==> src/source/gpuTexPkg.sv <==
/*
 Shared types and cache geometry of the texture stage
*/
package gpuTexPkg;

	// --------------------
	// Geometry
	// --------------------
	// VRAM is addressed in halfwords
	localparam int vramAddrBits = 19;
	localparam int texLines = 64;
	localparam int texWordsPerLine = 4;
	localparam int texLineBits = $clog2(texLines);
	localparam int texWordBits = $clog2(texWordsPerLine);
	localparam int texTagBits = vramAddrBits - texLineBits - texWordBits;
	// CLUT base is 9 row bits and 6 column bits in 16-colour units
	localparam int clutAddrBits = 15;
	localparam int clutLines = 16;
	localparam int clutWordsPerLine = 16;
	localparam int clutLineBits = $clog2(clutLines);
	localparam int clutWordBits = $clog2(clutWordsPerLine);
	localparam int clutTagBits = clutAddrBits - clutLineBits;
	// Widest line address, a texture halfword address without its word bits
	localparam int lineAddrBits = vramAddrBits - texWordBits;
	localparam logic [15:0] untexturedColor = 16'h7FFF;

	// --------------------
	// Types
	// --------------------
	typedef enum logic [1:0] {
		fmtPal4 = 2'd0,
		fmtPal8 = 2'd1,
		fmtDirect15 = 2'd2
	} texFormat_t;

	typedef enum logic {
		fillTex,
		fillClut
	} fillKind_t;

	typedef struct packed {
		logic [9:0] scrX;
		logic [8:0] scrY;
		logic [8:0] r;
		logic [8:0] g;
		logic [8:0] b;
		logic bgMask;
		logic [1:0] uLsb;
		logic [vramAddrBits-1:0] texAddr;
	} pixelIn_t;

	typedef struct packed {
		logic [9:0] scrX;
		logic [8:0] scrY;
		logic [8:0] r;
		logic [8:0] g;
		logic [8:0] b;
		logic bgMask;
		logic [15:0] texel;
		logic transparent;
	} pixelOut_t;

	typedef struct packed {
		fillKind_t kind;
		logic [lineAddrBits-1:0] lineAddr;
	} fillReq_t;

	typedef struct packed {
		fillKind_t kind;
		logic [lineAddrBits-1:0] lineAddr;
		logic [clutWordBits-1:0] wordIdx;
		logic [15:0] data;
	} fillWrite_t;

	// CLUT line holding a palette index, column wraps inside the row
	function automatic logic [clutAddrBits-1:0] clutLineOf(
		logic [clutAddrBits-1:0] base,
		logic [7:0] index
	);
		return {base[clutAddrBits-1:6], base[5:0] + {2'b00, index[7:4]}};
	endfunction

endpackage

==> src/source/texCache.sv <==
/*
 Direct-mapped texture cache of 4-halfword lines
 Address registered in stage 0, hit or miss and data in stage 1
*/
module texCache (
	input logic clk,
	input logic rstN,
	input logic [gpuTexPkg::vramAddrBits-1:0] lookupAddr,
	input logic lookupEn,
	input logic stall,
	output logic hit,
	output logic miss,
	output logic [15:0] data,
	input gpuTexPkg::fillWrite_t fill,
	input logic fillWe,
	input logic fillDone
);
	import gpuTexPkg::*;

	logic [15:0] mem [texLines*texWordsPerLine];
	logic [texTagBits-1:0] tags [texLines];
	logic [texLines-1:0] lineValid;
	logic [vramAddrBits-1:0] addrQ;
	logic enQ;
	logic [texLineBits-1:0] lineSel;
	logic tagMatch;
	logic fillHere;
	logic [texLineBits-1:0] fillLine;

	// --------------------
	// Lookup
	// --------------------
	// Address frozen while the pipeline is stalled
	always_ff @(posedge clk) begin
		if (!stall) begin
			addrQ <= lookupAddr;
		end
	end

	always_ff @(posedge clk or negedge rstN) begin
		if (!rstN) begin
			enQ <= 1'b0;
		end else if (!stall) begin
			enQ <= lookupEn;
		end
	end

	assign lineSel = addrQ[texWordBits +: texLineBits];
	assign tagMatch = lineValid[lineSel] && (tags[lineSel] == addrQ[vramAddrBits-1 -: texTagBits]);
	assign hit = enQ & tagMatch;
	assign miss = enQ & !tagMatch;
	assign data = mem[addrQ[texLineBits+texWordBits-1:0]];

	// --------------------
	// Fill
	// --------------------
	assign fillHere = fill.kind == fillTex;
	assign fillLine = fill.lineAddr[texLineBits-1:0];

	always_ff @(posedge clk) begin
		if (fillWe && fillHere) begin
			mem[{fillLine, fill.wordIdx[texWordBits-1:0]}] <= fill.data;
		end
		if (fillDone && fillHere) begin
			tags[fillLine] <= fill.lineAddr[lineAddrBits-1 -: texTagBits];
		end
	end

	// Line is invalid while being overwritten, valid again on done
	always_ff @(posedge clk or negedge rstN) begin
		if (!rstN) begin
			lineValid <= '0;
		end else begin
			if (fillWe && fillHere) begin
				lineValid[fillLine] <= 1'b0;
			end
			if (fillDone && fillHere) begin
				lineValid[fillLine] <= 1'b1;
			end
		end
	end

	// Missing lookup stays frozen upstream until its own fill ends
	missHeld: assert property (@(posedge clk) disable iff (!rstN)
		miss && !(fillDone && fillHere) |=> miss);

endmodule

==> config.mk <==
export PLATFORM = sky130hd
export DESIGN_NAME = texCache
export DESIGN_NICKNAME = d
export VERILOG_FILES = /design/src/source/gpuTexPkg.sv /design/src/source/texCache.sv
export SDC_FILE = /design/constraint.sdc
export NUM_CORES = 2
export LEC_CHECK = 0
export BUFFER_PORTS_ARGS = -buffer_cell sky130_fd_sc_hd__clkbuf_2
export CORE_AREA = 2 2 869 871
export DETAILED_ROUTE_END_ITERATION = 6
export DIE_AREA = 0 0 871 873
export PLACE_DENSITY_LB_ADDON = 0.1
export SYNTH_ARGS = -nofsm -noshare
export SYNTH_HDL_FRONTEND = slang
export SYNTH_MEMORY_MAX_BITS = 65536
export SYNTH_SLANG_ARGS = --single-unit
==> constraint.sdc <==
create_clock -name clk -period 10.5 [get_ports clk]
set_clock_uncertainty 0.15 [all_clocks]
set_input_delay 0.525 -clock clk [delete_from_list [all_inputs] [get_ports clk]]
set_output_delay 0.525 -clock clk [all_outputs]
set_load 0.01 [all_outputs]
* Word level (Yosys, flattened, before mapping)
Memories as Yosys holds them, arrays and structs flattened. A register that Yosys moved wholly into a read port is not among the register bits.
Index checks and enable logic that the tools add are counted.
** Cells by class
- Reductions and logical operators :: 5
- Equality and inequality tests :: 1
- Multiplexer cells :: 12
- Order comparisons :: 3
- Bitwise logic cells :: 6
** Operators by type and width (count)
- $mux W64 :: 2
- $and A64 B64 Y64 :: 1
- $not A64 Y64 :: 1
- $or A64 B64 Y64 :: 1
- $lt A6 B7 Y1 const B :: 2
- $eq A11 B11 Y1 :: 1
- $mux W8 :: 1
- $bmux W1 S6 :: 1
- $demux W1 S6 :: 1
- $ge A6 B1 Y1 const B :: 1
- $mux W1 :: 6
- $mux W6 :: 1
- $logic_and A1 B1 Y1 :: 4
- $and A1 B1 Y1 :: 2
- $logic_not A1 Y1 :: 1
- $not A1 Y1 :: 1
** Word-level totals
- Bits of input ports :: 63
- Register bits :: 84
- Memories :: 2
- Bits in writable memories :: 4800
- Word-level logic and storage cells :: 32
- Output and inout bits :: 18
** Memory list
- mem :: words 256, bits a word 16, read ports 1, clocked after Yosys merged registers in 1, wr ports 1, line texCache.sv:20 : logic [15:0] mem [texLines*texWordsPerLine];
- tags :: words 64, bits a word 11, read ports 1, clocked after Yosys merged registers in 1, wr ports 1, line texCache.sv:21 : logic [texTagBits-1:0] tags [texLines];

* Longest topological paths before layout
- Depth in word-level cells :: 9
- Mapped depth :: 14
- Gate-level depth less buffers :: 8

* Worst setup path after synthesis
Ideal clock, no wire load.
- Kind :: register to output
- From :: register (tool-made name)
- To :: output port hit
- Setup slack :: 6.516 ns
- Required time :: 9.825 ns
- Data arrival time :: 3.310 ns
- Buffers on the path :: 3
- Stages on the path, launching flop included :: 12
- Cells stage by stage :: dfxtp_1 -> buf_4 -> buf_1 -> buf_1 -> mux4_2 -> mux2i_1 -> mux2i_1 -> mux2i_1 -> o22ai_1 -> xor2_1 -> or4_1 -> nor4_1
** RTL lines
- end: declaration :: line texCache.sv:11 : output logic hit,

==> flow_summary.ini <==
[clock_tree]
later_pin_clock_latency_in_the_skew_report_ns = 1.06
clockRootBuffer = sky130_fd_sc_hd__clkbuf_16
clock_tree.htree_level_count = 6
clkSlewWorstSetupHoldPaths_ns = 0.06
cts.sink_count = 4892
tritoncts = built
cts-resized-gates = 0
cts_max_path_buffers = 4
number_of_buffers_inserted_during_clock_tree_synthesis = 569

[synth]
ys_top_cells_by_area = sky130_fd_sc_hd__edfxtp_1, sky130_fd_sc_hd__mux4_2, sky130_fd_sc_hd__dfrtp_1, sky130_fd_sc_hd__nor2_1, sky130_fd_sc_hd__clkbuf_1
avgSynthCellArea_um2 = 24.4
synth_top_area_cell = sky130_fd_sc_hd__edfxtp_1
postSynthCellCount = 7697
synth-seq-area-share = 0.781
synth.top_cell.area_share = 0.772
mappedNetlistArea_um2 = 187000
synth-main-ff-cell = sky130_fd_sc_hd__edfxtp_1
postSynthRegisterBits = 4892
ys.warnings.count = 0
edff_count_synth = 4819
syn_nets = 7760
synth_cell_type_count = 58
postSynth.asyncResetShare = 0.0133

[layout]
post-route-util = 0.294
layout.cells.most_common = sky130_fd_sc_hd__edfxtp_1
layout-drive-gt1-share = 0.337
final_cell_mix = sky130_fd_sc_hd__edfxtp_1, sky130_fd_sc_hd__mux4_2, sky130_fd_sc_hd__clkbuf_16, sky130_fd_sc_hd__buf_4, sky130_fd_sc_hd__nor2_2
nNetsFinal = 8426
final.fill_count = 72900
flow.area_growth_from_synthesis_pct = 17.8

[setup_path]
worst_setup_path_start_kind = flip-flop
depth_of_the_worst_register_to_register_path = 2
worst_r2r_startpoint = addrQ[3]$_DFFE_PN_
crit_arrival_ns = 6.65
crit_fanout = 92
critical_path_endpoint_category = primary output
reg2reg_slack_ns = 9.31
crit_required_ns = 9.83
crit_type = flip-flop to primary output

[die]
io_pins = 81
placeable_core_region_um2 = 752000
placement_rows = 319
initial_utilization = 0.249
dieWidth_um = 871
die-area_um2 = 760000
die_height_um = 873

[sta]
final.setup.tns_ns = 0
worst-slew-pin-transition_ns = 1.41
report.final.slew_viol_count = 0
finalSetupViolations = 0
max_clock_freq_mhz = 136
final_hold_viol_count = 0
rsz_0062_raised_after_global_routing = no
fin_crit_ns = 7.33
slew-limit-headroom = 0.0579
min_period_over_period = 0.698

[global_routing]
antenna_found_initial = 59
largest_net_degree_at_the_start_of_global_routing = 161
grt_pass1_vias = 90400
grt_first_pass_wirelength_um = 786000
globalRouteTotalUtil = 0.148
gr-total-overflow = 0

[route]
dr_total_vias = 85200
routed_wirelength_um = 578000
drcViolationCount = 0
route.antenna.remaining_nets = 0
detail_route.vias_per_cell = 4.53
first_iter_violations = 7477
drt_pass1_iterations = 7
routedWlPerCell_um = 30.8

[outcome]
run_status = finished, final reports clean

[place]
gp_routability_congestion = 0.713
final_hpwl_from_detailed_placement_um = 336000
numPortBuffers = 78

[worst_hold_path]
hold_path_depth = 3
hold_path.startpoint = lookupAddr[2]
hold_path_class = primary input to flip-flop

[power]
ir_worst_vdd_mv = 0.173
design_power_total_mw = 43.9
leakagePower_nw = 66.7
power_density_of_the_placed_cells_nw_per_um2 = 199

[job]
cap_viol_max_count = 0
-- repair_timing --
| item | 4_1_cts | 5_1_grt |
|---|---|---|
| endpoints found under the hold margin | 2226 | 0 |
| setup buffers | 0 | 0 |
| hold buffers | 72 | 0 |
-- power breakdown --
part | internal [mW] | leakage (nW) | switching [mW]
Clock | 10.7 | 8.56 | 8.10
Combinational | 1.32 | 13.9 | 2.14
Sequential | 21.5 | 44.2 | 0.0682
-- cell type report --
type | instances | area, µm² | share of cell area
inverter | 5 | 31.3 | 0.000142
tap | 9951 | 12500 | 0.0564
timing repair buffer | 521 | 4410 | 0.0200
clock buffer | 714 | 15100 | 0.0682
clock inverter | 299 | 2450 | 0.0111
sequential | 4892 | 147000 | 0.663
multi-input combinational | 2374 | 39800 | 0.180
antenna | 37 | 92.6 | 0.000419
-- metrics by stage --
step / setup WS [ns] / cell area (µm²) / instances / hold WS (ns)
CTS: 2.94 / 221000 / 18800 / 0.0178
detailed placement: 4.16 / 203000 / 17700 / 0.282
global route: 2.76 / 221000 / 18800 / 0.0816
global placement: 4.14 / 203000 / 17700 / 0.275
floorplan: 6.52 / 187000 / 7697 / 0.0794
finish: 3.17 / 221000 / 18800 / 0.118
-- flip-flops by register name (all words and copies together), names as in the netlist, named ones only --
register and flops:
tags 704, mem 4096, enQ 1, lineValid 64, addrQ 19
-- worst max path at each step --
stage                     startpoint  endpoint  slack [ns]
after floorplan            flip-flop       hit        6.52
after global placement     flip-flop       hit        4.14
after detailed placement   flip-flop       hit        4.16
after CTS                  flip-flop       hit        2.94
after global routing       flip-flop       hit        2.76
final                      flip-flop       hit        3.17
-- cells in the mapped netlist, types with 3 or more instances --
| cell type | count |
|---|---|
| sky130_fd_sc_hd__nand3_1 | 17 |
| sky130_fd_sc_hd__o221ai_1 | 8 |
| sky130_fd_sc_hd__a21oi_1 | 8 |
| sky130_fd_sc_hd__a22oi_1 | 21 |
| sky130_fd_sc_hd__o2111ai_1 | 5 |
| sky130_fd_sc_hd__nand2b_1 | 10 |
| sky130_fd_sc_hd__dfrtp_1 | 65 |
| sky130_fd_sc_hd__xnor2_1 | 7 |
| sky130_fd_sc_hd__clkbuf_1 | 278 |
| sky130_fd_sc_hd__and2_1 | 6 |
| sky130_fd_sc_hd__a221oi_1 | 10 |
| sky130_fd_sc_hd__mux2i_1 | 81 |
| sky130_fd_sc_hd__a22o_1 | 6 |
| sky130_fd_sc_hd__mux2_2 | 27 |
| sky130_fd_sc_hd__buf_4 | 10 |
| sky130_fd_sc_hd__a211oi_1 | 5 |
| sky130_fd_sc_hd__nand2_1 | 84 |
| sky130_fd_sc_hd__o22ai_1 | 4 |
| sky130_fd_sc_hd__edfxtp_1 | 4819 |
| sky130_fd_sc_hd__mux4_2 | 1518 |
| sky130_fd_sc_hd__mux4_1 | 13 |
| sky130_fd_sc_hd__xor2_1 | 4 |
| sky130_fd_sc_hd__nor2b_1 | 12 |
| sky130_fd_sc_hd__buf_6 | 7 |
| sky130_fd_sc_hd__buf_1 | 58 |
| sky130_fd_sc_hd__nor2_1 | 348 |
| sky130_fd_sc_hd__nor4_1 | 3 |
| sky130_fd_sc_hd__nor3_1 | 6 |
| sky130_fd_sc_hd__nand4_1 | 5 |
| sky130_fd_sc_hd__o21ai_0 | 135 |
| sky130_fd_sc_hd__buf_2 | 72 |
| sky130_fd_sc_hd__inv_1 | 4 |
| sky130_fd_sc_hd__dfxtp_1 | 8 |
-- layer usage --
| metal | vias to the layer above | share of wire | global-route usage |
|---|---|---|---|
| met5 | - | 0.000028 | 0 |
| met4 | 2 | 0.017 | 0.0267 |
| met3 | 617 | 0.041 | 0.0200 |
| met2 | 1909 | 0.48 | 0.245 |
| met1 | 47900 | 0.46 | 0.211 |
| li1 | 34700 | - | - |
-- critical path: stages, from the launching register on --
cell and delay, ns:
sky130_fd_sc_hd__dfxtp_4 0.67, sky130_fd_sc_hd__buf_12 0.61, sky130_fd_sc_hd__buf_4 0.80, sky130_fd_sc_hd__mux4_2 0.59, sky130_fd_sc_hd__mux2i_1 0.47, sky130_fd_sc_hd__nor2_1 0.09, sky130_fd_sc_hd__o41ai_1 0.67, sky130_fd_sc_hd__buf_4 0.25
sky130_fd_sc_hd__xnor2_1 0.05, sky130_fd_sc_hd__or4_1 0.51, sky130_fd_sc_hd__nor4_1 0.30, sky130_fd_sc_hd__clkbuf_2 0.21
-- cells by family after synthesis --
group                  after synthesis  share of synthesized area
multiplexers                      1639                      0.190
XOR/XNOR                            11                   0.000514
AND/OR/NAND/NOR                    504                     0.0110
flip-flops                        4892                      0.781
AO/OA/AOI/OAI                      220                    0.00720
buffers and inverters              431                    0.00968
(Power assumes the default switching activity.)
