## src/source/gpuTexPkg.sv

```systemverilog
/*
 Shared types and cache geometry of the texture stage
*/
package gpuTexPkg;

	// --------------------
	// Geometry
	// --------------------
	// VRAM is addressed in halfwords
	localparam int vramAddrBits = 19;
	localparam int texLines = 64;
	localparam int texWordsPerLine = 4;
	localparam int texLineBits = $clog2(texLines);
	localparam int texWordBits = $clog2(texWordsPerLine);
	localparam int texTagBits = vramAddrBits - texLineBits - texWordBits;
	// CLUT base is 9 row bits and 6 column bits in 16-colour units
	localparam int clutAddrBits = 15;
	localparam int clutLines = 16;
	localparam int clutWordsPerLine = 16;
	localparam int clutLineBits = $clog2(clutLines);
	localparam int clutWordBits = $clog2(clutWordsPerLine);
	localparam int clutTagBits = clutAddrBits - clutLineBits;
	// Widest line address, a texture halfword address without its word bits
	localparam int lineAddrBits = vramAddrBits - texWordBits;
	localparam logic [15:0] untexturedColor = 16'h7FFF;

	// --------------------
	// Types
	// --------------------
	typedef enum logic [1:0] {
		fmtPal4 = 2'd0,
		fmtPal8 = 2'd1,
		fmtDirect15 = 2'd2
	} texFormat_t;

	typedef enum logic {
		fillTex,
		fillClut
	} fillKind_t;

	typedef struct packed {
		logic [9:0] scrX;
		logic [8:0] scrY;
		logic [8:0] r;
		logic [8:0] g;
		logic [8:0] b;
		logic bgMask;
		logic [1:0] uLsb;
		logic [vramAddrBits-1:0] texAddr;
	} pixelIn_t;

	typedef struct packed {
		logic [9:0] scrX;
		logic [8:0] scrY;
		logic [8:0] r;
		logic [8:0] g;
		logic [8:0] b;
		logic bgMask;
		logic [15:0] texel;
		logic transparent;
	} pixelOut_t;

	typedef struct packed {
		fillKind_t kind;
		logic [lineAddrBits-1:0] lineAddr;
	} fillReq_t;

	typedef struct packed {
		fillKind_t kind;
		logic [lineAddrBits-1:0] lineAddr;
		logic [clutWordBits-1:0] wordIdx;
		logic [15:0] data;
	} fillWrite_t;

	// CLUT line holding a palette index, column wraps inside the row
	function automatic logic [clutAddrBits-1:0] clutLineOf(
		logic [clutAddrBits-1:0] base,
		logic [7:0] index
	);
		return {base[clutAddrBits-1:6], base[5:0] + {2'b00, index[7:4]}};
	endfunction

endpackage

```

## src/source/clutCache.sv

```systemverilog
/*
 Direct-mapped palette cache of 16-colour lines
 Hit and miss in the lookup cycle, colour registered for the next stage
*/
module clutCache (
	input logic clk,
	input logic rstN,
	input logic [gpuTexPkg::clutAddrBits-1:0] clutBase,
	input logic [7:0] index,
	input logic lookupEn,
	input logic stall,
	output logic hit,
	output logic miss,
	output logic [15:0] data,
	input gpuTexPkg::fillWrite_t fill,
	input logic fillWe,
	input logic fillDone
);
	import gpuTexPkg::*;

	logic [15:0] mem [clutLines*clutWordsPerLine];
	logic [clutTagBits-1:0] tags [clutLines];
	logic [clutLines-1:0] lineValid;
	logic [clutAddrBits-1:0] lineAddr;
	logic [clutLineBits-1:0] slot;
	logic tagMatch;
	logic fillHere;
	logic [clutLineBits-1:0] fillSlot;

	// Row joined with column plus the high index nibble
	assign lineAddr = clutLineOf(clutBase, index);
	assign slot = lineAddr[clutLineBits-1:0];
	assign tagMatch = lineValid[slot] && (tags[slot] == lineAddr[clutAddrBits-1:clutLineBits]);
	assign hit = lookupEn & tagMatch;
	assign miss = lookupEn & !tagMatch;

	// Colour for stage 2, held through a stall
	always_ff @(posedge clk) begin
		if (!stall) begin
			data <= mem[{slot, index[clutWordBits-1:0]}];
		end
	end

	// --------------------
	// Fill
	// --------------------
	assign fillHere = fill.kind == fillClut;
	assign fillSlot = fill.lineAddr[clutLineBits-1:0];

	always_ff @(posedge clk) begin
		if (fillWe && fillHere) begin
			mem[{fillSlot, fill.wordIdx}] <= fill.data;
		end
		if (fillDone && fillHere) begin
			tags[fillSlot] <= fill.lineAddr[clutAddrBits-1:clutLineBits];
		end
	end

	always_ff @(posedge clk or negedge rstN) begin
		if (!rstN) begin
			lineValid <= '0;
		end else begin
			if (fillWe && fillHere) begin
				lineValid[fillSlot] <= 1'b0;
			end
			if (fillDone && fillHere) begin
				lineValid[fillSlot] <= 1'b1;
			end
		end
	end

	// Pipeline keeps the palette lookup alive while its line is fetched
	lookupHeld: assert property (@(posedge clk) disable iff (!rstN) miss |=> lookupEn);

endmodule

```

## config.mk

```make
export PLATFORM = sky130hd
export DESIGN_NAME = clutCache
export DESIGN_NICKNAME = d
export VERILOG_FILES = /design/src/source/gpuTexPkg.sv /design/src/source/clutCache.sv
export SDC_FILE = /design/constraint.sdc
export NUM_CORES = 2
export LEC_CHECK = 0
export ABC_CLOCK_PERIOD_IN_PS = 6200
export BUFFER_PORTS_ARGS = -buffer_cell sky130_fd_sc_hd__buf_2
export CAP_MARGIN = 20
export CORE_MARGIN = 1.5
export CORE_UTILIZATION = 55
export DETAILED_ROUTE_END_ITERATION = 10
export PLACE_DENSITY = 0.71
export SLEW_MARGIN = 0
export SYNTH_ARGS = -nofsm -noshare
export SYNTH_HDL_FRONTEND = slang
export SYNTH_MEMORY_MAX_BITS = 65536
export SYNTH_SLANG_ARGS = --single-unit
```

## constraint.sdc

```tcl
create_clock -name clk -period 6.2 [get_ports clk]
set_clock_uncertainty 0.15 [all_clocks]
set_input_delay 1.24 -clock clk [delete_from_list [all_inputs] [get_ports clk]]
set_output_delay 1.24 -clock clk [all_outputs]
set_load 0.01 [all_outputs]
```

### After elaboration in Yosys (flattened, before gate mapping)

Memories as Yosys holds them, arrays and structs flattened. A register that Yosys moved wholly into a read port is not among the register bits.
Index checks and enable logic that the tools add are counted.

| cells by class | value |
|---|---|
| bitwise operators | 5 |
| multiplexer cells | 10 |
| add/subtract/negate cells | 1 |
| reduce and logical (&&, ||, !) cells | 6 |
| eq/ne operators | 1 |
| order comparisons | 3 |

Operators by type and width:

| kind | number |
|---|---|
| two-way mux 16 bit | 2 |
| bitwise AND 16 bit | 1 |
| inverter 16 bit | 1 |
| OR 16 bit | 1 |
| == test 11 bit | 1 |
| < comparator 4 x 5 -> 1 bit, second input constant | 2 |
| adder 6 x 4 -> 6 bit | 1 |
| two-way mux 1 bit | 6 |
| binary-select mux 1 bit (select 4 bit) | 1 |
| demux 1 bit (select 4 bit) | 1 |
| >= comparator 4 x 1 -> 1 bit, second input constant | 1 |
| logical AND 1 bit | 4 |
| bitwise AND 1 bit | 2 |
| logical NOT 1 bit | 2 |

| storage, ports and cells | value |
|---|---|
| output and inout bits | 18 |
| bits in writable memories | 4,272 |
| input port bits | 67 |
| register bits after elaboration | 16 |
| word-level logic and storage cells | 29 |
| memories kept | 2 |

Memory list:

| memory | depth | width | read ports | clocked after memory_dff | write ports | line | RTL |
|---|---|---|---|---|---|---|---|
| mem | 256 | 16 | 1 | 1 | 1 | clutCache.sv:21 | `logic [15:0] mem [clutLines*clutWordsPerLine];` |
| tags | 16 | 11 | 1 | 0 | 1 | clutCache.sv:22 | `logic [clutTagBits-1:0] tags [clutLines];` |

### Logic depth before layout (Yosys ltp)

| logic depth | value |
|---|---|
| depth in word-level cells | 9 |
| mapped depth | 14 |
| gate-level depth less buffers | 11 |

### Worst setup path after synthesis

No wires, ideal clock.

| path | value |
|---|---|
| kind | input port to output port |
| from | input clutBase[0] (netlist name) |
| to | output hit |
| slack | 0.547 ns |
| required time | 4.810 ns |
| arrival time | 4.263 ns |
| stages | 11 |
| buffers on the path | 1 |
| path through | ha_1 > inv_1 > fa_1 > inv_2 > buf_2 > mux4_2 > mux2i_1 > xor2_1 > o211ai_1 > or4_1 > nor3_1 |

| between the ends | value |
|---|---|
| longest elaborated chain between the ends | 5 |
| elaborated cells between the ends (all ways) | 7 |
| those cells by class | 1 x add/sub; 1 x eq/ne; 2 x mux; 1 x bitwise; 1 x reduce/logical; 1 x memory |

RTL lines:

| element | line | RTL |
|---|---|---|
| start, declared | clutCache.sv:8 | `input logic [gpuTexPkg::clutAddrBits-1:0] clutBase,` |
| adder 6 x 4 -> 6 bit * | gpuTexPkg.sv:80 | `return {base[clutAddrBits-1:6], base[5:0] + {2'b00, index[7:4]}};` |
| memory read (16 x 11 bit) / binary-select mux 1 bit (select 4 bit) (equally long branches) | n/a |  |
| == test 11 bit / two-way mux 1 bit (equally long branches) | clutCache.sv:33 | `assign tagMatch = lineValid[slot] && (tags[slot] == lineAddr[clutAddrBits-1:clutLineBits]);` |
| logical AND 1 bit * | clutCache.sv:33 |  |
| bitwise AND 1 bit * | clutCache.sv:34 | `assign hit = lookupEn & tagMatch;` |
| end, declared | clutCache.sv:12 | `output logic hit,` |

Mark *: on every way between the ends. The rest lies on a longest branch, timed or not. The select of a mux whose other input is x is not followed.

### Final worst setup path

Same ends and word-level chain as after synthesis.

==> Flow_metrics.wiki <==
{| class="wikitable"
! Metric !! Value
|-
| Dpl ws || around 73 ps
|-
| Post-synthesis sequential element count || 4304
|-
| Post-Syn Instances || 6932
|-
| Highest-delay cell along the critical path || sky130_fd_sc_hd__fa_4
|-
| List of cells traversed by the critical path || buf_2, ha_2, inv_1, fa_4, inv_8, mux4_2, mux4_2, xnor2_1, o211ai_1, or4_1, nor3_1, buf_2
|-
| CP arrival || about 4700 ps
|-
| Synth top area share || 78.0%
|-
| Hold Buf Count CTS || 0
|-
| Mean cell area of the mapped netlist || 23.8 um2
|-
| Post-CTS repair timing setup buffer count || 0
|-
| Via-to-Cell Ratio || 6.56
|-
| Per-cell routed wire length || 33.4 um
|-
| Synthesis warning total || 0
|-
| Max frequency || ~160 MHz
|-
| Final-report setup violation count || 0
|-
| Std cell rows || 200
|-
| Power, Total || 61200 uW
|-
| Maximum number of buffers from clock root to sink || 4
|-
| Via Count || just under 80000
|-
| Unrepaired setup endpoints after global routing || false
|-
| Result of the run || finished, final reports clean
|-
| Switching power as a share of total power || ~22%
|-
| Total count of max-transition violations in the final report || 0
|-
| Layout cell share with drive strength beyond 1 || 32.0%
|-
| Clock insertion delay at the later pin of the skew report || around 1000 ps
|-
| Crit start category || input pin
|-
| Endpoint class of the critical path || output pin
|-
| Global-route usage over all layers || 26.1%
|-
| Util after Layout || 62.7%
|-
| Clock network fraction of total power || 41.5%
|-
| Via count of the first global-routing pass || between 70000 and 80000
|-
| Synth Net Count || 7004
|-
| Number of non-filler instances in the completed layout || 11800
|-
| Final wirelength || slightly below 400 mm
|-
| EDFF count, synth || between 4000 and 5000
|-
| Combined area of all synthesized cells || 165000 um2
|-
| Startpoint-to-endpoint class of the critical path || in -> out
|-
| Type of the worst min-delay path || in -> async
|-
| Top flip-flop cell by instance count after synthesis || sky130_fd_sc_hd__edfxtp_1
|-
| Cell internal power dissipation || 47900 uW
|-
| CTS H-tree depth || 5
|-
| Total congestion overflow after global routing || 0
|-
| Post-synth top area cell || sky130_fd_sc_hd__edfxtp_1
|-
| Number of DRC markers after the initial detailed-route iteration || roughly 10000
|-
| Synthesis-to-layout area growth || 13.2%
|-
| Clock net sink count || 4304
|-
| P_leak || 0.0584 uW
|-
| Max transition margin || 12.0%
|-
| Net count, final || 7538
|-
| Routability-driven placement congestion ratio || 0.862
|-
| Cells after DPL || 11000
|-
| Detailed-router iteration count before antenna repair || 6
|-
| Floorplan die area || 303000 um2
|-
| Share of flip-flops with an asynchronous set or reset after synthesis || less than 1%
|-
| Peak supply drop || 0.266 mV
|-
| Post-route minimum period || 6080 ps
|-
| Maximum cell stage delay along the critical path || 670 ps
|-
| Die outline height || 551 um
|-
| Initial antenna violation count || 22
|-
| MaxCap Viol Count || 0
|-
| Number of port buffers || between 80 and 90
|-
| Wire length of the first global-routing pass || 564 mm
|-
| Comb power frac || 5.9%
|-
| Commonest cells in the synthesized netlist || 4288 x sky130_fd_sc_hd__edfxtp_1, 1205 x sky130_fd_sc_hd__mux4_2, 284 x sky130_fd_sc_hd__nor2_1, 184 x sky130_fd_sc_hd__clkbuf_1, 149 x sky130_fd_sc_hd__buf_2
|-
| Final period utilization || 98.1%
|-
| Final count of hold timing violations || 0
|-
| HPWL after detailed placement || 227 mm
|-
| Clock-pin slew reported for the worst setup and hold paths after clock tree synthesis || ~70 ps
|-
| Power density cells || between 300 and 400 nW/um2
|-
| Required time at the endpoint of the critical path || 4810 ps
|-
| Actual transition at the worst max-transition pin || 1320 ps
|-
| Crit Path Max Fanout || 10
|-
| Number of buffers created by CTS || 419
|-
| Number of gates given a new drive strength after cts || 0
|-
| Internal reg-to-reg setup slack || ~3000 ps
|-
| Total DRC errors in the routed layout || 0
|-
| Synth unique cells || 48
|-
| Net load switching power || roughly 13000 uW
|-
| Count of antenna-violating nets left after detailed routing || 0
|-
| Horizontal die dimension || 551 um
|-
| I/O pin count || 85
|-
| Top-count cell post-synth || sky130_fd_sc_hd__edfxtp_1
|-
| Largest net degree at the start of global routing || 208
|-
| Post-synthesis sequential area ratio || 78.3%
|-
| Sequential fraction of design power || between 50% and 60%
|-
| Largest cells by area after synthesis || sky130_fd_sc_hd__edfxtp_1 78%, sky130_fd_sc_hd__mux4_2 16%, sky130_fd_sc_hd__mux2_2 0.91%
|-
| PnR worst setup slack || 120 ps
|-
| TritonCTS clock tree || done
|-
| Standard cell core area || slightly below 300000 um2
|-
| Starting density of the core || 55.4%
|-
| Master cell of the clock root buffer || sky130_fd_sc_hd__clkbuf_16
|}
-- path summary, 6_finish.rpt --
check                              start            end  depth (start not counted)
setup / recovery             clutBase[0]            hit                         12
hold / removal                      rstN   lineValid[4]                          1
setup reg to reg              mem[50][1]        data[1]                          6
hold reg to reg            lineValid[15]  lineValid[15]                          1
max in group asynchronous           rstN  lineValid[14]                          1
min in group clk           lineValid[15]  lineValid[15]                          1
-- layout make-up --
type	instances	area, um2
Antenna cell	13	32.5
Clock buffer	512	10900
Clock inverter	261	2930
Fill cell	19300	111000
Inverter	9	43.8
Multi-Input combinational cell	2225	34400
Sequential cell	4304	129000
Tap cell	3939	4930
Timing Repair Buffer	507	4520
-- cells by family (layout without fill, tap and decap cells) --
logic type	after synthesis	after routing	share of synthesized area, %
and+or+nand+nor	453	453	1.11
AOI/OAI and AO/OA	292	292	1.35
muxes	1461	1461	18.1
xor gates and xnor gates	14	14	0.0789
buffers and inverters	403	1289	1.04
DFF	4304	4304	78.3
adders and majority gates	5	5	0.0425
other	0	13	0
-- layer usage --
layer | vias to the layer above | wire length, um | global-route usage (%)
li1 | 30900 | - | -
met1 | 41500 | 152000 | 37.9
met2 | 4225 | 187000 | 40.2
met3 | 600 | 40600 | 5.49
met4 | 6 | 14100 | 9.00
met5 | - | 35 | 0
-- through the flow --
stage | instance area, um2 | hold slack [ps] | TNS [ps]
floorplan | 165000 | 294 | 0
global placement | 173000 | 305 | -10.3
detailed placement | 173000 | 313 | 0
CTS | 187000 | 3.01 | 0
global route | 187000 | 60.4 | 0
finish | 187000 | 41.6 | 0
-- state kept, by name, summed over array words and instances, names as in the netlist --
register and cells:
data 16, tags 176, lineValid 16, mem 4096
-- worst max-delay path, delay by kind of cell --
kind	cells	cell delay [ps]
and+or+nand+nor	2	820
AOI/OAI and AO/OA	1	100
muxes	2	1020
xor gates and xnor gates	1	180
buffers and inverters	4	480
adders and majority gates	2	850
-- cell usage in the layout (no fill, tap or decap), drive strengths merged, types with 22 or more instances in the layout --
master     n
nand2    105
clkinv   186
nor2     284
o221ai    65
mux2i    123
o21ai     71
bufinv    45
clkbuf   512
nand3     22
buf      507
mux4    1205
edfxtp  4288
inv       22
a221oi    64
mux2     133
-- power groups by stage --
stage	Combinational, uW	Clock [uW]	Sequential, uW
floorplan	1900	0	32800
global placement	3500	0	32800
detailed placement	3580	0	32800
CTS	3590	25700	32200
global route	3750	26900	32200
finish	3600	25400	32200
No activity file was read; power rests on OpenSTA's default activity.
