## config.mk

```make
export PLATFORM = sky130hd
export DESIGN_NAME = pixelPipeCtrl
export DESIGN_NICKNAME = d
export VERILOG_FILES = /design/src/source/gpuTexPkg.sv /design/src/source/texelToIndex.sv /design/src/source/pixelPipeCtrl.sv
export SDC_FILE = /design/constraint.sdc
export NUM_CORES = 1
export LEC_CHECK = 0
export ABC_AREA = 1
export BUFFER_PORTS_ARGS = -buffer_cell sky130_fd_sc_hd__buf_4
export CAP_MARGIN = 20
export CORE_UTILIZATION = 47
export CTS_CLUSTER_SIZE = 24
export DETAILED_ROUTE_END_ITERATION = 16
export HOLD_SLACK_MARGIN = 0.02
export PLACE_DENSITY = 0.8
export SYNTH_ARGS = -nofsm -noshare
export SYNTH_HDL_FRONTEND = slang
export SYNTH_SLANG_ARGS = --single-unit
```

## constraint.sdc

```tcl
create_clock -name clk -period 4.5 [get_ports clk]
set_input_delay 0.675 -clock clk [delete_from_list [all_inputs] [get_ports clk]]
set_output_delay 0.675 -clock clk [all_outputs]
set_load 0.01 [all_outputs]
```

## src/source/gpuTexPkg.sv

```systemverilog
/*
 Shared types and cache geometry of the texture stage
*/
package gpuTexPkg;

	// --------------------
	// Geometry
	// --------------------
	// VRAM is addressed in halfwords
	localparam int vramAddrBits = 19;
	localparam int texLines = 64;
	localparam int texWordsPerLine = 4;
	localparam int texLineBits = $clog2(texLines);
	localparam int texWordBits = $clog2(texWordsPerLine);
	localparam int texTagBits = vramAddrBits - texLineBits - texWordBits;
	// CLUT base is 9 row bits and 6 column bits in 16-colour units
	localparam int clutAddrBits = 15;
	localparam int clutLines = 16;
	localparam int clutWordsPerLine = 16;
	localparam int clutLineBits = $clog2(clutLines);
	localparam int clutWordBits = $clog2(clutWordsPerLine);
	localparam int clutTagBits = clutAddrBits - clutLineBits;
	// Widest line address, a texture halfword address without its word bits
	localparam int lineAddrBits = vramAddrBits - texWordBits;
	localparam logic [15:0] untexturedColor = 16'h7FFF;

	// --------------------
	// Types
	// --------------------
	typedef enum logic [1:0] {
		fmtPal4 = 2'd0,
		fmtPal8 = 2'd1,
		fmtDirect15 = 2'd2
	} texFormat_t;

	typedef enum logic {
		fillTex,
		fillClut
	} fillKind_t;

	typedef struct packed {
		logic [9:0] scrX;
		logic [8:0] scrY;
		logic [8:0] r;
		logic [8:0] g;
		logic [8:0] b;
		logic bgMask;
		logic [1:0] uLsb;
		logic [vramAddrBits-1:0] texAddr;
	} pixelIn_t;

	typedef struct packed {
		logic [9:0] scrX;
		logic [8:0] scrY;
		logic [8:0] r;
		logic [8:0] g;
		logic [8:0] b;
		logic bgMask;
		logic [15:0] texel;
		logic transparent;
	} pixelOut_t;

	typedef struct packed {
		fillKind_t kind;
		logic [lineAddrBits-1:0] lineAddr;
	} fillReq_t;

	typedef struct packed {
		fillKind_t kind;
		logic [lineAddrBits-1:0] lineAddr;
		logic [clutWordBits-1:0] wordIdx;
		logic [15:0] data;
	} fillWrite_t;

	// CLUT line holding a palette index, column wraps inside the row
	function automatic logic [clutAddrBits-1:0] clutLineOf(
		logic [clutAddrBits-1:0] base,
		logic [7:0] index
	);
		return {base[clutAddrBits-1:6], base[5:0] + {2'b00, index[7:4]}};
	endfunction

endpackage

```

## src/source/texelToIndex.sv

```systemverilog
/*
 Palette index decoder, picks a nibble or a byte of a texel halfword
*/
module texelToIndex (
	input gpuTexPkg::texFormat_t texFormat,
	input logic [15:0] texel,
	input logic [1:0] uLsb,
	output logic [7:0] index
);
	import gpuTexPkg::*;

	always_comb begin
		case (texFormat)
			// Four texels per halfword, low U bits pick the nibble
			fmtPal4: begin
				index = {4'h0, texel[{uLsb, 2'b00} +: 4]};
			end
			// Two texels per halfword
			fmtPal8: begin
				index = texel[{uLsb[0], 3'b000} +: 8];
			end
			// Direct colour has no index
			default: begin
				index = 8'h00;
			end
		endcase
	end

endmodule

```

## src/source/pixelPipeCtrl.sv

```systemverilog
/*
 Three-stage pixel pipeline, issues cache lookups and freezes on a miss
 Stage 2 forms the final texel and the transparency flag
*/
module pixelPipeCtrl (
	input logic clk,
	input logic rstN,
	input gpuTexPkg::texFormat_t texFormat,
	input logic [gpuTexPkg::clutAddrBits-1:0] clutBase,
	input logic texDisable,
	input logic pixelValid,
	input gpuTexPkg::pixelIn_t pixelIn,
	output logic pixelReady,
	output logic [gpuTexPkg::vramAddrBits-1:0] texLookupAddr,
	output logic texLookupEn,
	input logic texHit,
	input logic texMiss,
	input logic [15:0] texData,
	output logic [7:0] clutIndex,
	output logic clutLookupEn,
	input logic clutHit,
	input logic clutMiss,
	input logic [15:0] clutData,
	output logic fillReqValid,
	output gpuTexPkg::fillReq_t fillReq,
	input logic fillBusy,
	input logic fillDone,
	output logic outValid,
	output gpuTexPkg::pixelOut_t pixelOut,
	output logic busy
);
	import gpuTexPkg::*;

	logic stall;
	logic isPalette;
	logic reqPending;
	logic s1Valid;
	logic s1Textured;
	pixelIn_t s1Pix;
	logic s2Valid;
	logic s2Textured;
	logic s2FromClut;
	pixelIn_t s2Pix;
	logic [15:0] s2TexData;
	logic [15:0] texel;

	// Any miss or running fill stops every stage
	assign stall = texMiss | clutMiss | fillBusy;
	assign pixelReady = !stall;
	assign isPalette = texFormat != fmtDirect15;
	assign busy = s1Valid | s2Valid;

	// --------------------
	// Stage 0
	// --------------------
	assign texLookupAddr = pixelIn.texAddr;
	assign texLookupEn = pixelValid & !texDisable;

	// --------------------
	// Stage 1
	// --------------------
	texelToIndex uIndex (
		.texFormat(texFormat),
		.texel(texData),
		.uLsb(s1Pix.uLsb),
		.index(clutIndex)
	);

	// Palette lookup only once the texel itself is known
	assign clutLookupEn = s1Textured & isPalette & texHit;

	// One request per miss, texture misses come first
	assign fillReqValid = (texMiss | clutMiss) & !reqPending;

	always_comb begin
		if (texMiss) begin
			fillReq.kind = fillTex;
			fillReq.lineAddr = s1Pix.texAddr[vramAddrBits-1:texWordBits];
		end else begin
			fillReq.kind = fillClut;
			fillReq.lineAddr = lineAddrBits'(clutLineOf(clutBase, clutIndex));
		end
	end

	always_ff @(posedge clk or negedge rstN) begin
		if (!rstN) begin
			reqPending <= 1'b0;
		end else if (fillDone) begin
			reqPending <= 1'b0;
		end else if (fillReqValid) begin
			reqPending <= 1'b1;
		end
	end

	// --------------------
	// Stage registers
	// --------------------
	always_ff @(posedge clk or negedge rstN) begin
		if (!rstN) begin
			s1Valid <= 1'b0;
			s1Textured <= 1'b0;
			s2Valid <= 1'b0;
			s2Textured <= 1'b0;
			s2FromClut <= 1'b0;
		end else begin
			// A bubble enters stage 2 on a stall so nothing is output twice
			s2Valid <= s1Valid & !stall;
			if (!stall) begin
				s1Valid <= pixelValid;
				s1Textured <= pixelValid & !texDisable;
				s2Textured <= s1Textured;
				s2FromClut <= clutHit;
			end
		end
	end

	always_ff @(posedge clk) begin
		if (!stall) begin
			s1Pix <= pixelIn;
			s2Pix <= s1Pix;
			s2TexData <= texData;
		end
	end

	// --------------------
	// Stage 2
	// --------------------
	always_comb begin
		if (!s2Textured) begin
			texel = untexturedColor;
		end else if (s2FromClut) begin
			texel = clutData;
		end else begin
			texel = s2TexData;
		end
	end

	assign outValid = s2Valid;

	always_comb begin
		pixelOut.scrX = s2Pix.scrX;
		pixelOut.scrY = s2Pix.scrY;
		pixelOut.r = s2Pix.r;
		pixelOut.g = s2Pix.g;
		pixelOut.b = s2Pix.b;
		pixelOut.bgMask = s2Pix.bgMask;
		pixelOut.texel = texel;
		// All-zero colour means see-through, bit 15 excluded
		pixelOut.transparent = (texel[14:0] == 15'd0) & !texDisable;
	end

	// A palette pixel leaves only with the colour its CLUT lookup returned
	paletteFromClut: assert property (@(posedge clk) disable iff (!rstN)
		outValid && s2Textured && isPalette |-> s2FromClut);

endmodule

```

### After elaboration in Yosys (flattened, before gate mapping)

Index checks and enable logic that the tools add are counted.

* add/sub/neg operators: 1
* multiplexer cells: 6
* eq/ne operators: 2
* bitwise gates (word level): 9
* shifts and indexed selects: 2
* reductions and logical operators: 6

Operators by type and width (number)
* 2-to-1 mux 16 bit: 2
* 2-to-1 mux 18 bit: 1
* one-hot mux 8 bit (2 select lines): 1
* variable part select 16 x 5 -> 4 bit: 1
* variable part select 16 x 5 -> 8 bit: 1
* zero test 15 bit: 1
* adder 6 x 4 -> 6 bit: 1
* AND 1 bit: 6
* zero test 1 bit: 3
* OR 1 bit: 3
* == test 2 x 1 -> 1 bit (second input constant): 1
* zero test 2 bit: 1
* 2-to-1 mux 1 bit: 2
* inequality test 2 bit (second input constant): 1
* nonzero test 2 bit: 1

* bits of input ports: 127
* logic and storage cells: 47
* bits in registers: 137

### Longest topological paths before layout

* depth after elaboration: 4
* gate-level depth with buffers: 12
* mapped depth without buffers: 11

### By module

From an unflattened synthesis, not the netlist that was laid out.

* cell total of the unflattened synthesis: 428
* area total of the unflattened synthesis: 5352.6 µm²

By module, submodules not included
* pixelPipeCtrl: area an instance 5084.9 µm², cells an instance 368, instances 1, sequential area each 4023.9 µm²
* texelToIndex: area an instance 267.8 µm², cells an instance 60, instances 1, sequential area each 0.0 µm²

### Least setup slack after synthesis

OpenSTA, ideal clock, no wires.

* path kind: input-to-output
* from: input port texMiss
* to: output port pixelReady
* data required time: 3825 ps
* path slack: 785 ps
* arrival time: 3040 ps
* cell stages on the path: 4
* cells stage by stage: buf_2 -> nor2_1 -> inv_1 -> nor2_4

* cells in the longest elaborated chain, start to end: 3

RTL lines
* from (decl): line pixelPipeCtrl.sv:17 `input logic texMiss,`
* OR 1 bit (2 in a row): line pixelPipeCtrl.sv:48 `assign stall = texMiss | clutMiss | fillBusy;`
* zero test 1 bit
* to (decl): line pixelPipeCtrl.sv:13 `output logic pixelReady,`

No other way between the ends.

==> metrics.md <==
| Metric | Value |
|---|---|
| Status | finished clean |
| WL/cell | 15.59 um |
| Final Hold Viols | 0 |
| Mapped Area | 5356 um2 |
| Chip height | 108.8 um |
| Htree depth | 4 |
| Worst-Margin Slew | 0.9119 ns |
| Worst-path maximum fanout | 13 |
| Antenna fix cells | 0 |
| Pin count of the biggest net entering global routing | 51 |
| Fill cell count | 759 |
| Vias/cell | 4.724 |
| Die extent in x | 108.8 um |
| Ys Warns | 0 |
| Reg2Reg Capture Point | s2FromClut |
| Setup TNS | 0 ns |
| GRT Overall Usage | 0.2158 |
| Initial core utilization | 0.4877 |
| R2R setup slack | 3.24 ns |
| Cells after Synth | 420 |
| Finish-stage setup viols | 0 |
| Leak Pwr | 3.352 nW |
| Pre-Repair DR Iteration Count | 5 |
| Overall Power | 3.141 mW |
| Fmax achieved | 0.2916 GHz |
| Fin nets | 782 |
| Area leader, netlist | edfxtp_1 |
| WP data required | 3.83 ns |
| I/O pins | 242 |
| CP startpoint kind | register |
| Syn avg cell area | 12.75 um2 |
| # hold bufs at CTS | 0 |
| Area contributors post-synth | edfxtp_1 72%, nand2_1 8.3%, inv_1 3.2% |
| Clock skew | 0.003811 ns |
| Clock slew at reported path FFs | 0.06 ns |
| Total CTS buffers | 17 |
| Postcts setup bufs | 0 |
| Max-Cap Viols | 0 |
| GR Overflow Total | 0 |
| Initial antenna violation count | 0 |
| Area grow syn2layout | 43.66% |
| HPWL after DPL | 9417 um |
| GP Congestion | 0.8384 |
| FF-to-FF path depth | 2 |
| Crit end category | output pin |
| Slew HR | 0.3920 |
| Via Count | 3793 |
| Share of cells above drive strength 1 | 0.4268 |
| Post-route cell area | 7695 um2 |
| Deepest clock path buffer count | 2 |
| CTS tree | done |
| Flops & latches, synth | 135 |
| Worst Hold Class | in -> async |
| Port Buffers | 237 |
| First-pass GRT wire length | 18290 um |
| Power per cell area | 408.2 nW/um2 |
| Unrepaired setup endpoints after global routing | no |
| Post-synthesis sequential area ratio | 0.7512 |
| Critical path type | reg -> out |
| Area after DPL | 7118 um2 |
| Reg-to-Reg Start | s2FromClut |
| Cell variety after synth | 25 |
| Clk_lat worst skew | 0.40 ns |
| Final min period | 3.430 ns |
| Max Slew Vio Count | 0 |
| Vias in the first global route | 3729 |
| Final Cycle Share | 0.7621 |
| Drt total wl | 12520 um |
| Iter 0 DRT Violations | 266 |
| Top-area cell type share of the netlist area | 0.7232 |
| CTS root buf | clkbuf_16 |
| Total nets after synthesis | 552 |
| Post-route DRC | 0 |
| Arrival time at the worst endpoint | 2.75 ns |
| Post-cts gate resize count | 0 |
| CTS Sinks | 135 |
| Final ANT Viol Nets | 0 |
| Core footprint | 10980 um2 |
| Max VDD drop | 273.5 uV |
| Hold_ws | 0.06925 ns |
| Row count | 38 |
| Die ar. | 11830 um2 |
==> synth_stat cells <==
cell type / count
a21oi_1: 9
a31o_2: 3
buf_1: 1
buf_2: 4
buf_4: 21
buf_6: 3
dfrtp_1: 6
edfxtp_1: 129
fa_1: 1
ha_1: 4
inv_1: 45
inv_4: 1
nand2_1: 119
nand2_2: 1
nand3_1: 13
nand4_1: 1
nor2_1: 36
nor2_2: 7
nor2_4: 1
nor3_1: 1
o211a_1: 1
o211ai_1: 1
o21a_1: 1
o21ai_0: 10
or2_2: 1
==> registers in the layout, indices dropped and copies added (netlist names) <==
register    cells
s1Textured      1
s2Textured      1
outValid        1
pixelOut       47
s1Pix          66
s2FromClut      1
reqPending      1
s2TexData      16
s1Valid         1
==> cells by family (layout without fill, tap and decap cells) <==
logic type,after synthesis,after routing,share of synthesized area
simple gates,180,180,0.1355
fa+ha+maj,5,5,0.01308
compound gates,25,25,0.02733
flops,135,135,0.7512
buf+inv,75,318,0.07288
==> metal layers <==
| layer | share of wire | vias to the layer above | global-route usage |
|---|---|---|---|
| li1 | - | 1849 | - |
| met1 | 0.35 | 1743 | 0.2178 |
| met2 | 0.53 | 189 | 0.3816 |
| met3 | 0.11 | 12 | 0.09803 |
| met4 | 0.013 | 0 | 0.09363 |
| met5 | 0 | - | 0 |
==> per-stage QoR <==
stage	util	instances	worst slack, ns
2_1_floorplan	-	420	0.7854
3_3_place_gp	0.6481	771	1.515
3_5_place_dp	0.6481	771	1.378
4_1_cts	0.7006	803	1.082
5_1_grt	0.7006	803	0.8862
6_report	0.7006	803	1.070
==> worst max-delay path, stage by stage, from the launching register on <==
cell and delay [ns]:
edfxtp_1 0.58, inv_1 0.27, nand2_1 0.12, a21oi_1 0.09, ha_1 0.23, fa_1 0.39
nand2_1 0.11, a21oi_1 0.08, o21ai_0 0.17, nand3_1 0.10, nand2_1 0.09, buf_4 0.11
==> final cells by class <==
type	count	area [um2]	area share
inverter	46	175.2	0.02276
clock inverter	13	143.9	0.01870
clock buffer	19	432.9	0.05626
sequential	135	4024	0.5229
timing repair buffer	240	1802	0.2341
tap	140	175.2	0.02276
multi-input combinational	210	942.2	0.1224
==> worst max path at each step <==
stage,slack (ns),start,cells after the start,endpoint
2_1_floorplan,0.79,texMiss,4,pixelReady
3_3_place_gp,1.51,texFormat[0],11,fillReq[4]
3_5_place_dp,1.38,texFormat[0],11,fillReq[4]
4_1_cts,1.08,s1Pix[19],11,fillReq[4]
5_1_grt,0.89,s1Pix[19],11,fillReq[4]
6_report,1.07,s1Pix[19],11,fillReq[4]
==> cells in the final DEF, fill, tap and decap left out, drive strengths merged, types with 3 or more instances in the layout <==
master / count
a21oi: 9
a31o: 3
buf: 240
clkbuf: 19
clkinv: 4
clkinvlp: 3
dfrtp: 6
edfxtp: 129
ha: 4
inv: 50
nand2: 120
nand3: 13
nor2: 44
o21ai: 10
==> report_power, final <==
part / switching, mW / leakage, nW / total [mW] / internal (mW)
sequential: 0.0351 / 1.26 / 1.47 / 1.43
combinational: 0.159 / 1.82 / 0.331 / 0.172
clock: 0.523 / 0.272 / 1.34 / 0.821
total: 0.717 / 3.35 / 3.14 / 2.42
(Power assumes the default switching activity.)
